<file path="src/logic/lv_pkg.sv">
/* LV die shared definitions */
package lv_pkg;

    // ==========================================================
    // widths
    // ==========================================================
    localparam int REG_AW      = 7;
    localparam int REG_DW      = 8;
    localparam int SPI_FRAME_W = 16;    // op, addr, data
    localparam int SPI_CNT_W   = 5;     // room to count past a full frame
    localparam int VGE_DLY_W   = 4;
    localparam int MM_CNT_W    = VGE_DLY_W + 1;
    localparam int IO_STATUS_W = 6;
    localparam int ST_ERR_W    = 3;

    // STATUS1 bit positions
    localparam int ST_SPI_ERR  = 0;
    localparam int ST_DT_ERR   = 1;
    localparam int ST_MM_ERR   = 2;

    localparam logic [REG_DW-1:0] CONFIG0_RST = 8'h08;

    // ==========================================================
    // enums
    // ==========================================================
    typedef enum logic {
        SPI_OP_RD = 1'b0,
        SPI_OP_WR = 1'b1
    } spi_op_e;

    typedef enum logic [1:0] {
        SPI_IDLE,
        SPI_SHIFT,
        SPI_DONE
    } spi_st_e;

    typedef enum logic [REG_AW-1:0] {
        ADDR_STATUS1   = 7'h00,   // sticky errors, w1c
        ADDR_CONFIG0   = 7'h01,
        ADDR_BGR_TRIM  = 7'h02,
        ADDR_IO_STATUS = 7'h03    // read only
    } reg_addr_e;

endpackage

</file>
<file path="src/logic/lv_spi_if.sv">
/* SPI frame link */
`timescale 1ns/1ps

interface lv_spi_if import lv_pkg::*; ();

    logic                   frame_vld;    // full 16 bit frame
    logic                   frame_err;    // any other bit count
    logic [SPI_FRAME_W-1:0] frame_data;
    logic [SPI_FRAME_W-1:0] rsp_word;     // goes out in the next frame

    modport spi (
        output frame_vld,
        output frame_err,
        output frame_data,
        input  rsp_word
    );

    modport rac (
        input  frame_vld,
        input  frame_err,
        input  frame_data,
        output rsp_word
    );

endinterface

</file>
<file path="src/logic/lv_reg_if.sv">
/* register request link */
`timescale 1ns/1ps

interface lv_reg_if import lv_pkg::*; ();

    logic              req;     // one cycle strobe
    logic              wr;
    logic [REG_AW-1:0] addr;
    logic [REG_DW-1:0] wdata;
    logic              ack;     // req + 1
    logic [REG_DW-1:0] rdata;   // value after write on wr

    modport rac (
        output req,
        output wr,
        output addr,
        output wdata,
        input  ack,
        input  rdata
    );

    modport slv (
        input  req,
        input  wr,
        input  addr,
        input  wdata,
        output ack,
        output rdata
    );

endinterface

</file>
<file path="src/logic/lv_spi_slv.sv">
/* SPI slave framer */
`timescale 1ns/1ps

module lv_spi_slv import lv_pkg::*; (
    input  logic  i_clk,
    input  logic  i_rst_n,
    input  logic  i_spi_sclk,
    input  logic  i_spi_csb,
    input  logic  i_spi_mosi,
    output logic  o_spi_miso,
    lv_spi_if.spi o_spi
);

    logic [2:0]             pin_meta;     // {sclk, csb, mosi}
    logic [2:0]             pin_sync;
    logic                   sclk_d;
    logic                   csb_d;
    logic                   sclk_rise;
    logic                   sclk_fall;
    logic                   csb_rise;
    logic                   csb_fall;
    spi_st_e                state;
    logic [SPI_CNT_W-1:0]   bit_cnt;
    logic [SPI_FRAME_W-1:0] rx_sreg;
    logic [SPI_FRAME_W-1:0] tx_sreg;
    logic                   cnt_full;

    // ==========================================================
    // pin sync and edge detect
    // ==========================================================
    always_ff @(posedge i_clk or negedge i_rst_n) begin
        if (!i_rst_n) begin
            pin_meta <= 3'b010;     // csb idles high
            pin_sync <= 3'b010;
            sclk_d   <= 1'b0;
            csb_d    <= 1'b1;
        end else begin
            pin_meta <= {i_spi_sclk, i_spi_csb, i_spi_mosi};
            pin_sync <= pin_meta;
            sclk_d   <= pin_sync[2];
            csb_d    <= pin_sync[1];
        end
    end

    assign sclk_rise = pin_sync[2] & ~sclk_d;
    assign sclk_fall = ~pin_sync[2] & sclk_d;
    assign csb_rise  = pin_sync[1] & ~csb_d;
    assign csb_fall  = ~pin_sync[1] & csb_d;

    // ==========================================================
    // frame FSM
    // ==========================================================
    always_ff @(posedge i_clk or negedge i_rst_n) begin
        if (!i_rst_n) begin
            state   <= SPI_IDLE;
            bit_cnt <= '0;
        end else begin
            unique case (state)
                SPI_IDLE: begin
                    if (csb_fall) begin
                        state   <= SPI_SHIFT;
                        bit_cnt <= '0;
                    end
                end
                SPI_SHIFT: begin
                    if (csb_rise) begin
                        state <= SPI_DONE;
                    end else if (sclk_rise && (bit_cnt != '1)) begin
                        bit_cnt <= bit_cnt + 1'b1;      // saturates on long frames
                    end
                end
                SPI_DONE: state <= SPI_IDLE;
                default:  state <= SPI_IDLE;
            endcase
        end
    end

    // mosi sampled on sclk rise
    always_ff @(posedge i_clk) begin
        if ((state == SPI_SHIFT) && sclk_rise) begin
            rx_sreg <= {rx_sreg[SPI_FRAME_W-2:0], pin_sync[0]};
        end
    end

    // reply loaded at csb fall, shifted on sclk fall
    always_ff @(posedge i_clk or negedge i_rst_n) begin
        if (!i_rst_n) begin
            tx_sreg <= '0;
        end else if ((state == SPI_IDLE) && csb_fall) begin
            tx_sreg <= o_spi.rsp_word;
        end else if ((state == SPI_SHIFT) && sclk_fall) begin
            tx_sreg <= {tx_sreg[SPI_FRAME_W-2:0], 1'b0};
        end
    end

    assign o_spi_miso = tx_sreg[SPI_FRAME_W-1];

    assign cnt_full         = (bit_cnt == SPI_CNT_W'(SPI_FRAME_W));
    assign o_spi.frame_vld  = (state == SPI_DONE) && cnt_full;
    assign o_spi.frame_err  = (state == SPI_DONE) && !cnt_full;
    assign o_spi.frame_data = rx_sreg;

endmodule

</file>
<file path="src/logic/lv_reg_access_ctrl.sv">
/* register access controller */
`timescale 1ns/1ps

module lv_reg_access_ctrl import lv_pkg::*; (
    input  logic  i_clk,
    input  logic  i_rst_n,
    lv_spi_if.rac i_spi,
    lv_reg_if.rac o_reg,
    output logic  o_spi_err
);

    spi_op_e frame_op;
    logic    ack_pend;      // req issued, ack not yet seen

    assign frame_op = spi_op_e'(i_spi.frame_data[SPI_FRAME_W-1]);

    always_ff @(posedge i_clk or negedge i_rst_n) begin
        if (!i_rst_n) begin
            o_reg.req      <= 1'b0;
            o_spi_err      <= 1'b0;
            ack_pend       <= 1'b0;
            i_spi.rsp_word <= '0;
        end else begin
            o_reg.req <= i_spi.frame_vld;
            o_spi_err <= i_spi.frame_err;       // error frames never reach the bank
            if (o_reg.req) begin
                ack_pend <= 1'b1;
            end else if (o_reg.ack) begin
                ack_pend <= 1'b0;
            end
            if (o_reg.ack && ack_pend) begin
                i_spi.rsp_word <= {1'b0, o_reg.addr, o_reg.rdata};
            end
        end
    end

    // frame split, addr held until the next frame
    always_ff @(posedge i_clk) begin
        if (i_spi.frame_vld) begin
            o_reg.wr    <= (frame_op == SPI_OP_WR);
            o_reg.addr  <= i_spi.frame_data[REG_DW +: REG_AW];
            o_reg.wdata <= i_spi.frame_data[REG_DW-1:0];
        end
    end

    a_one_outstanding: assert property (@(posedge i_clk) disable iff (!i_rst_n)
        o_reg.req |-> !ack_pend);

    // bank answers exactly one cycle after the request
    a_ack_next_cycle: assert property (@(posedge i_clk) disable iff (!i_rst_n)
        o_reg.ack == $past(o_reg.req));

    a_vld_err_excl: assert property (@(posedge i_clk) disable iff (!i_rst_n)
        !(i_spi.frame_vld && i_spi.frame_err));

endmodule

</file>
<file path="src/logic/lv_reg_slv.sv">
/* LV register bank */
`timescale 1ns/1ps

module lv_reg_slv import lv_pkg::*; (
    input  logic                   i_clk,
    input  logic                   i_rst_n,
    lv_reg_if.slv                  i_reg,
    input  logic                   i_spi_err,
    input  logic                   i_pwm_dterr,
    input  logic                   i_pwm_mmerr,
    input  logic [IO_STATUS_W-1:0] i_io_status,
    output logic [VGE_DLY_W-1:0]   o_vge_mon_dly,
    output logic [REG_DW-1:0]      o_reg_iso_bgr_trim
);

    logic                status_wr;
    logic                config0_wr;
    logic                trim_wr;
    logic [ST_ERR_W-1:0] status1;
    logic [ST_ERR_W-1:0] status1_set;
    logic [ST_ERR_W-1:0] status1_clr;
    logic [ST_ERR_W-1:0] status1_nxt;
    logic [REG_DW-1:0]   config0;
    logic [REG_DW-1:0]   config0_nxt;
    logic [REG_DW-1:0]   trim_nxt;
    logic [REG_DW-1:0]   rd_mux;

    // read-only and unmapped writes fall through here
    assign status_wr  = i_reg.req && i_reg.wr && (i_reg.addr == ADDR_STATUS1);
    assign config0_wr = i_reg.req && i_reg.wr && (i_reg.addr == ADDR_CONFIG0);
    assign trim_wr    = i_reg.req && i_reg.wr && (i_reg.addr == ADDR_BGR_TRIM);

    always_comb begin
        status1_set             = '0;
        status1_set[ST_SPI_ERR] = i_spi_err;
        status1_set[ST_DT_ERR]  = i_pwm_dterr;
        status1_set[ST_MM_ERR]  = i_pwm_mmerr;
    end

    assign status1_clr = status_wr ? i_reg.wdata[ST_ERR_W-1:0] : '0;
    assign status1_nxt = (status1 & ~status1_clr) | status1_set;     // set beats clear
    assign config0_nxt = config0_wr ? i_reg.wdata : config0;
    assign trim_nxt    = trim_wr ? i_reg.wdata : o_reg_iso_bgr_trim;

    // ==========================================================
    // storage
    // ==========================================================
    always_ff @(posedge i_clk or negedge i_rst_n) begin
        if (!i_rst_n) begin
            status1            <= '0;
            config0            <= CONFIG0_RST;
            o_reg_iso_bgr_trim <= '0;
            i_reg.ack          <= 1'b0;
        end else begin
            status1            <= status1_nxt;
            config0            <= config0_nxt;
            o_reg_iso_bgr_trim <= trim_nxt;
            i_reg.ack          <= i_reg.req;
        end
    end

    // read data reflects the post-write value
    always_comb begin
        case (i_reg.addr)
            ADDR_STATUS1:   rd_mux = REG_DW'(status1_nxt);
            ADDR_CONFIG0:   rd_mux = config0_nxt;
            ADDR_BGR_TRIM:  rd_mux = trim_nxt;
            ADDR_IO_STATUS: rd_mux = REG_DW'(i_io_status);   // live pins
            default:        rd_mux = '0;
        endcase
    end

    always_ff @(posedge i_clk) begin
        if (i_reg.req) begin
            i_reg.rdata <= rd_mux;
        end
    end

    assign o_vge_mon_dly = config0[VGE_DLY_W-1:0];

endmodule

</file>
<file path="src/logic/lv_pwm_mon.sv">
/* PWM feedback monitor */
`timescale 1ns/1ps

module lv_pwm_mon import lv_pkg::*; (
    input  logic                 i_clk,
    input  logic                 i_rst_n,
    input  logic                 i_lv_pwm_dt,
    input  logic                 i_lv_gate_vs_pwm,
    input  logic [VGE_DLY_W-1:0] i_vge_mon_dly,
    output logic                 o_pwm_dterr,
    output logic                 o_pwm_mmerr
);

    logic [1:0]          pin_meta;    // {dt, mm}
    logic [1:0]          pin_sync;
    logic [1:0]          dt_hist;     // last two dt samples
    logic [MM_CNT_W-1:0] mm_cnt;
    logic [MM_CNT_W-1:0] mm_thr;

    assign mm_thr = {1'b0, i_vge_mon_dly} + MM_CNT_W'(2);

    always_ff @(posedge i_clk or negedge i_rst_n) begin
        if (!i_rst_n) begin
            pin_meta    <= '0;
            pin_sync    <= '0;
            dt_hist     <= '0;
            mm_cnt      <= '0;
            o_pwm_dterr <= 1'b0;
            o_pwm_mmerr <= 1'b0;
        end else begin
            pin_meta <= {i_lv_pwm_dt, i_lv_gate_vs_pwm};
            pin_sync <= pin_meta;
            dt_hist  <= {dt_hist[0], pin_sync[1]};

            // second high sample in a row, once per stretch
            o_pwm_dterr <= pin_sync[1] && dt_hist[0] && !dt_hist[1];

            if (!pin_sync[0]) begin
                mm_cnt <= '0;                   // restart on fall
            end else if (mm_cnt != '1) begin
                mm_cnt <= mm_cnt + 1'b1;
            end
            o_pwm_mmerr <= pin_sync[0] && (mm_cnt == mm_thr);
        end
    end

endmodule

</file>
<file path="src/logic/lv_core.sv">
/* LV die register core */
`timescale 1ns/1ps

module lv_core import lv_pkg::*; (
    input  logic                 i_clk,
    input  logic                 i_rst_n,
    input  logic                 i_spi_sclk,
    input  logic                 i_spi_csb,
    input  logic                 i_spi_mosi,
    output logic                 o_spi_miso,
    input  logic                 i_lv_pwm_dt,
    input  logic                 i_lv_gate_vs_pwm,
    input  logic                 i_io_pwma,
    input  logic                 i_io_pwm,
    input  logic                 i_io_fsstate,
    input  logic                 i_io_fsenb_n,
    input  logic                 i_io_intb,
    input  logic                 i_io_inta,
    output logic [REG_DW-1:0]    o_reg_iso_bgr_trim,
    output logic [VGE_DLY_W-1:0] o_reg_config0_vge_mon_dly
);

    logic spi_err;
    logic pwm_dterr;
    logic pwm_mmerr;

    lv_spi_if spi_bus ();
    lv_reg_if reg_bus ();

    // ==========================================================
    // spi -> access ctrl -> register bank
    // ==========================================================
    lv_spi_slv u_spi_slv (
        .i_clk      (i_clk),
        .i_rst_n    (i_rst_n),
        .i_spi_sclk (i_spi_sclk),
        .i_spi_csb  (i_spi_csb),
        .i_spi_mosi (i_spi_mosi),
        .o_spi_miso (o_spi_miso),
        .o_spi      (spi_bus.spi)
    );

    lv_reg_access_ctrl u_reg_access_ctrl (
        .i_clk     (i_clk),
        .i_rst_n   (i_rst_n),
        .i_spi     (spi_bus.rac),
        .o_reg     (reg_bus.rac),
        .o_spi_err (spi_err)
    );

    lv_reg_slv u_reg_slv (
        .i_clk              (i_clk),
        .i_rst_n            (i_rst_n),
        .i_reg              (reg_bus.slv),
        .i_spi_err          (spi_err),
        .i_pwm_dterr        (pwm_dterr),
        .i_pwm_mmerr        (pwm_mmerr),
        .i_io_status        ({i_io_pwma, i_io_pwm, i_io_fsstate,
                              i_io_fsenb_n, i_io_intb, i_io_inta}),
        .o_vge_mon_dly      (o_reg_config0_vge_mon_dly),
        .o_reg_iso_bgr_trim (o_reg_iso_bgr_trim)
    );

    lv_pwm_mon u_pwm_mon (
        .i_clk            (i_clk),
        .i_rst_n          (i_rst_n),
        .i_lv_pwm_dt      (i_lv_pwm_dt),
        .i_lv_gate_vs_pwm (i_lv_gate_vs_pwm),
        .i_vge_mon_dly    (o_reg_config0_vge_mon_dly),   // from CONFIG0
        .o_pwm_dterr      (pwm_dterr),
        .o_pwm_mmerr      (pwm_mmerr)
    );

endmodule

</file>
<file path="config.mk">
export PLATFORM = sky130hd
export DESIGN_NAME = lv_core
export DESIGN_NICKNAME = d
export VERILOG_FILES = /design/src/logic/lv_pkg.sv /design/src/logic/lv_spi_if.sv /design/src/logic/lv_reg_if.sv /design/src/logic/lv_spi_slv.sv /design/src/logic/lv_reg_access_ctrl.sv /design/src/logic/lv_reg_slv.sv /design/src/logic/lv_pwm_mon.sv /design/src/logic/lv_core.sv
export SDC_FILE = /design/constraint.sdc
export NUM_CORES = 1
export LEC_CHECK = 0
export ABC_AREA = 0
export BUFFER_PORTS_ARGS = -buffer_cell sky130_fd_sc_hd__buf_4
export CORE_ASPECT_RATIO = 0.5
export CORE_MARGIN = 3
export CORE_UTILIZATION = 45
export CTS_CLUSTER_DIAMETER = 120
export DETAILED_ROUTE_END_ITERATION = 6
export GPL_TIMING_DRIVEN = 0
export PLACE_DENSITY = 0.72
export SYNTH_ARGS = -nofsm -noshare
export SYNTH_HDL_FRONTEND = slang
export SYNTH_SLANG_ARGS = --single-unit
export TNS_END_PERCENT = 20
</file>
<file path="constraint.sdc">
create_clock -name i_clk -period 5.8 [get_ports i_clk]
set_input_delay 1.16 -clock i_clk [delete_from_list [all_inputs] [get_ports i_clk]]
set_output_delay 1.16 -clock i_clk [all_outputs]
set_load 0.05 [all_outputs]
</file>
==> out/metrics.cfg <==
[status]
outcome=finished clean

[power_and_ir_drop]
vdd_drop_max_mv=0.208
p_total_w=0.00208
p_leak_nw=2.55
p_per_area_nw_per_um2=349

[floorplan]
fp.dieH_um=80.3
dieArea_sq_um=12400
initial_core_util=0.474
rows=26
placeableCoreArea_sq_um=10500
io-pin-count=26
fp.dieW_um=155

[cells_and_area]
final_cells=557
nNetsFinal=423
antenna_cells=0
synthToLayoutAreaGrowth_pct=20.0
seq_area_sq_um=3260
fillerInstances=830
fin_util=0.569
postLayoutCellArea_sq_um=5960
multi_input_area_sq_um=1610
drive_gt1_frac=0.257

[min_path]
worstHoldPathCells=0
hold_class=reg2reg
holdCritStartpoint=u_spi_slv.pin_meta[2]
whs_endpoint=u_spi_slv.pin_sync[2]

[grt]
grt_max_degree=83
gr-total-overflow=0
grt_pass1_wl_um=15200
antenna_found_initial=0
gr-usage-all-layers=0.159
grt_pass1_vias=3065

[timing]
fin_tns_setup_ns=0
worstMarginPinSlew_ns=1.03
slew_viol_final=0
fin_skew_ns=0.00726
timing.fmax_ghz=0.406
slew_headroom=0.311
period_minus_slack_ns=2.46
rsz0062_at_grt=no
finalSetupViolations=0
finalCritPeriodShare=0.424
hold_violations=0

[placed_design]
gp_congestion=0.858
io_buffer_count=25
place_area_sq_um=5350
dp_hpwl_um=5770
place_inst=525

[yosys]
synth-async-reset-ratio=0.672
synth_common_cells=dfrtp_1, edfxtp_1, nand2_1
avgSynthCellArea_sq_um=13.9
yosys_warnings=0
synth_top_cells_by_area=dfrtp_1, edfxtp_1, mux2_2
synth.distinct_cells=46
syn-num-nets=377
synth_seq_cells=122
yosysSeqAreaShare=0.656
synthFlopType=dfrtp_1
synth_top_area_share=0.393
synth_edf_count=40
syn_inst=358
yosysMostFrequentCell=dfrtp_1
syn-cell-area_sq_um=4970
yosys.area.top_type=dfrtp_1

[clock_network]
post-cts-setup-buffers=0
htree_levels=4
cts_tree=yes
cts_buffers=17
cts-root-buf=clkbuf_16
ctsResizeCount=0
clk-insertion-delay-late_ns=0.41
clockBufferDepth=2
cts_sinks=122
clk_pin_slew_worst_paths_ns=0.05
postCtsHoldBufs=0

[setup_path]
r2r-end=u_reg_slv.i_reg.rdata[4]
critPathTopFamily=flip-flops
r2r_slack_ns=3.85
crit_top_cell=buf_4
r2r_cells=5
arrival_ns=1.30
worstSetupStartpointType=flip-flop
slowest_delay_ns=0.59
slowest_stage=dfstp_2
cp_num_buf_inv=2
cp_max_fo=5
crit_type=reg2out
critPathRequiredTime_ns=4.64
crit_chain=buf_4 -> buf_4
timing.rr.start=u_reg_access_ctrl.o_reg.req
end_kind=output pin

[route]
viasPerCell=5.27
vias=2934
drc=0
dr.pass1.iters=4
initialDrtViolationCount=177
routedWlPerCell_um=15.6
ant_nets=0
wirelength_um=8690

[job]
drv_cap=0

layout by cell type (no fill, tap or decap), types with 8 or more instances in the layout:
cell type / Yosys / final
a21oi_1: 10 / 10
buf_4: 5 / 32
clkbuf_1: 6 / 12
clkbuf_16: 0 / 20
dfrtp_1: 78 / 78
edfxtp_1: 40 / 40
mux2_2: 30 / 30
mux2i_1: 19 / 19
nand2_1: 33 / 33
nor2_1: 13 / 12
o21ai_0: 23 / 23
xnor2_1: 8 / 8
report_power, final:
part,internal [W],switching (W)
Combinational,0.0000344,0.0000486
Clock,0.000707,0.000354
Sequential,0.000916,0.0000200
Total,0.00166,0.000423
kinds of logic (layout without fill, tap and decap cells):
| family | after synthesis | count (layout) | synth area share |
|---|---|---|---|
| buf+inv | 21 | 80 | 0.0224 |
| xor+xnor | 9 | 9 | 0.0159 |
| compound gates | 58 | 58 | 0.0748 |
| fa+ha+maj | 6 | 6 | 0.0151 |
| flops | 122 | 122 | 0.656 |
| simple gates | 92 | 92 | 0.107 |
| mux | 50 | 50 | 0.109 |
flip-flops by register name (all words and copies together), names as in the netlist, 2 cells and up:
signal / count
u_reg_access_ctrl.o_reg.addr: 7
u_spi_slv.tx_sreg: 16
u_reg_access_ctrl.i_spi.rsp_word: 15
u_reg_slv.config0: 8
u_pwm_mon.dt_hist: 2
u_reg_access_ctrl.o_reg.wdata: 8
u_reg_slv.status1: 3
u_spi_slv.state: 2
u_spi_slv.pin_meta: 3
u_spi_slv.bit_cnt: 5
u_spi_slv.o_spi.frame_data: 16
u_pwm_mon.mm_cnt: 5
u_spi_slv.pin_sync: 3
u_reg_slv.i_reg.rdata: 8
u_pwm_mon.pin_sync: 2
u_pwm_mon.pin_meta: 2
u_reg_slv.o_reg_iso_bgr_trim: 8
layout make-up:
type                            instances  area share
Multi-Input combinational cell        215       0.270
Sequential cell                       122       0.547
Clock inverter                          6      0.0139
Buffer                                 14      0.0143
Timing Repair Buffer                   27      0.0340
Clock buffer                           26      0.0878
Tap cell                              140      0.0294
Inverter                                7     0.00441
worst register-to-register path, stage by stage, from the launching register on:
cell	delay (ns)
dfrtp_1	0.67
nand2_2	0.30
buf_2	0.26
a211oi_1	0.25
o22a_1	0.18
nor2_1	0.04
per-layer routing:
metal / track usage / share of wire
met4: 0.0546 / 0.010
met5: 0 / 0
met1: 0.207 / 0.49
met2: 0.250 / 0.47
met3: 0.0533 / 0.037
how the worst max path moves through the flow:
stage                                            end                 start  slack, ns  cells past startpoint
floorplan            u_reg_access_ctrl.o_reg.addr[0]  u_spi_slv.bit_cnt[0]       3.04                      4
global placement    u_reg_access_ctrl.o_reg.wdata[0]  u_spi_slv.bit_cnt[0]       2.06                      4
detailed placement     u_spi_slv.o_spi.frame_data[0]    u_spi_slv.state[1]       3.67                      2
CTS                     o_reg_config0_vge_mon_dly[3]  u_reg_slv.config0[3]       3.32                      2
global route            o_reg_config0_vge_mon_dly[3]  u_reg_slv.config0[3]       3.29                      2
finish                  o_reg_config0_vge_mon_dly[3]  u_reg_slv.config0[3]       3.34                      2
per-stage QoR:
step                      worst slack [ns]  hold slack, ns
after floorplan                       3.04           0.331
after global placement                2.06           0.333
after detailed placement              3.67           0.339
after CTS                             3.32           0.352
after global routing                  3.29           0.357
final                                 3.34           0.348
(Power assumes the default switching activity.)
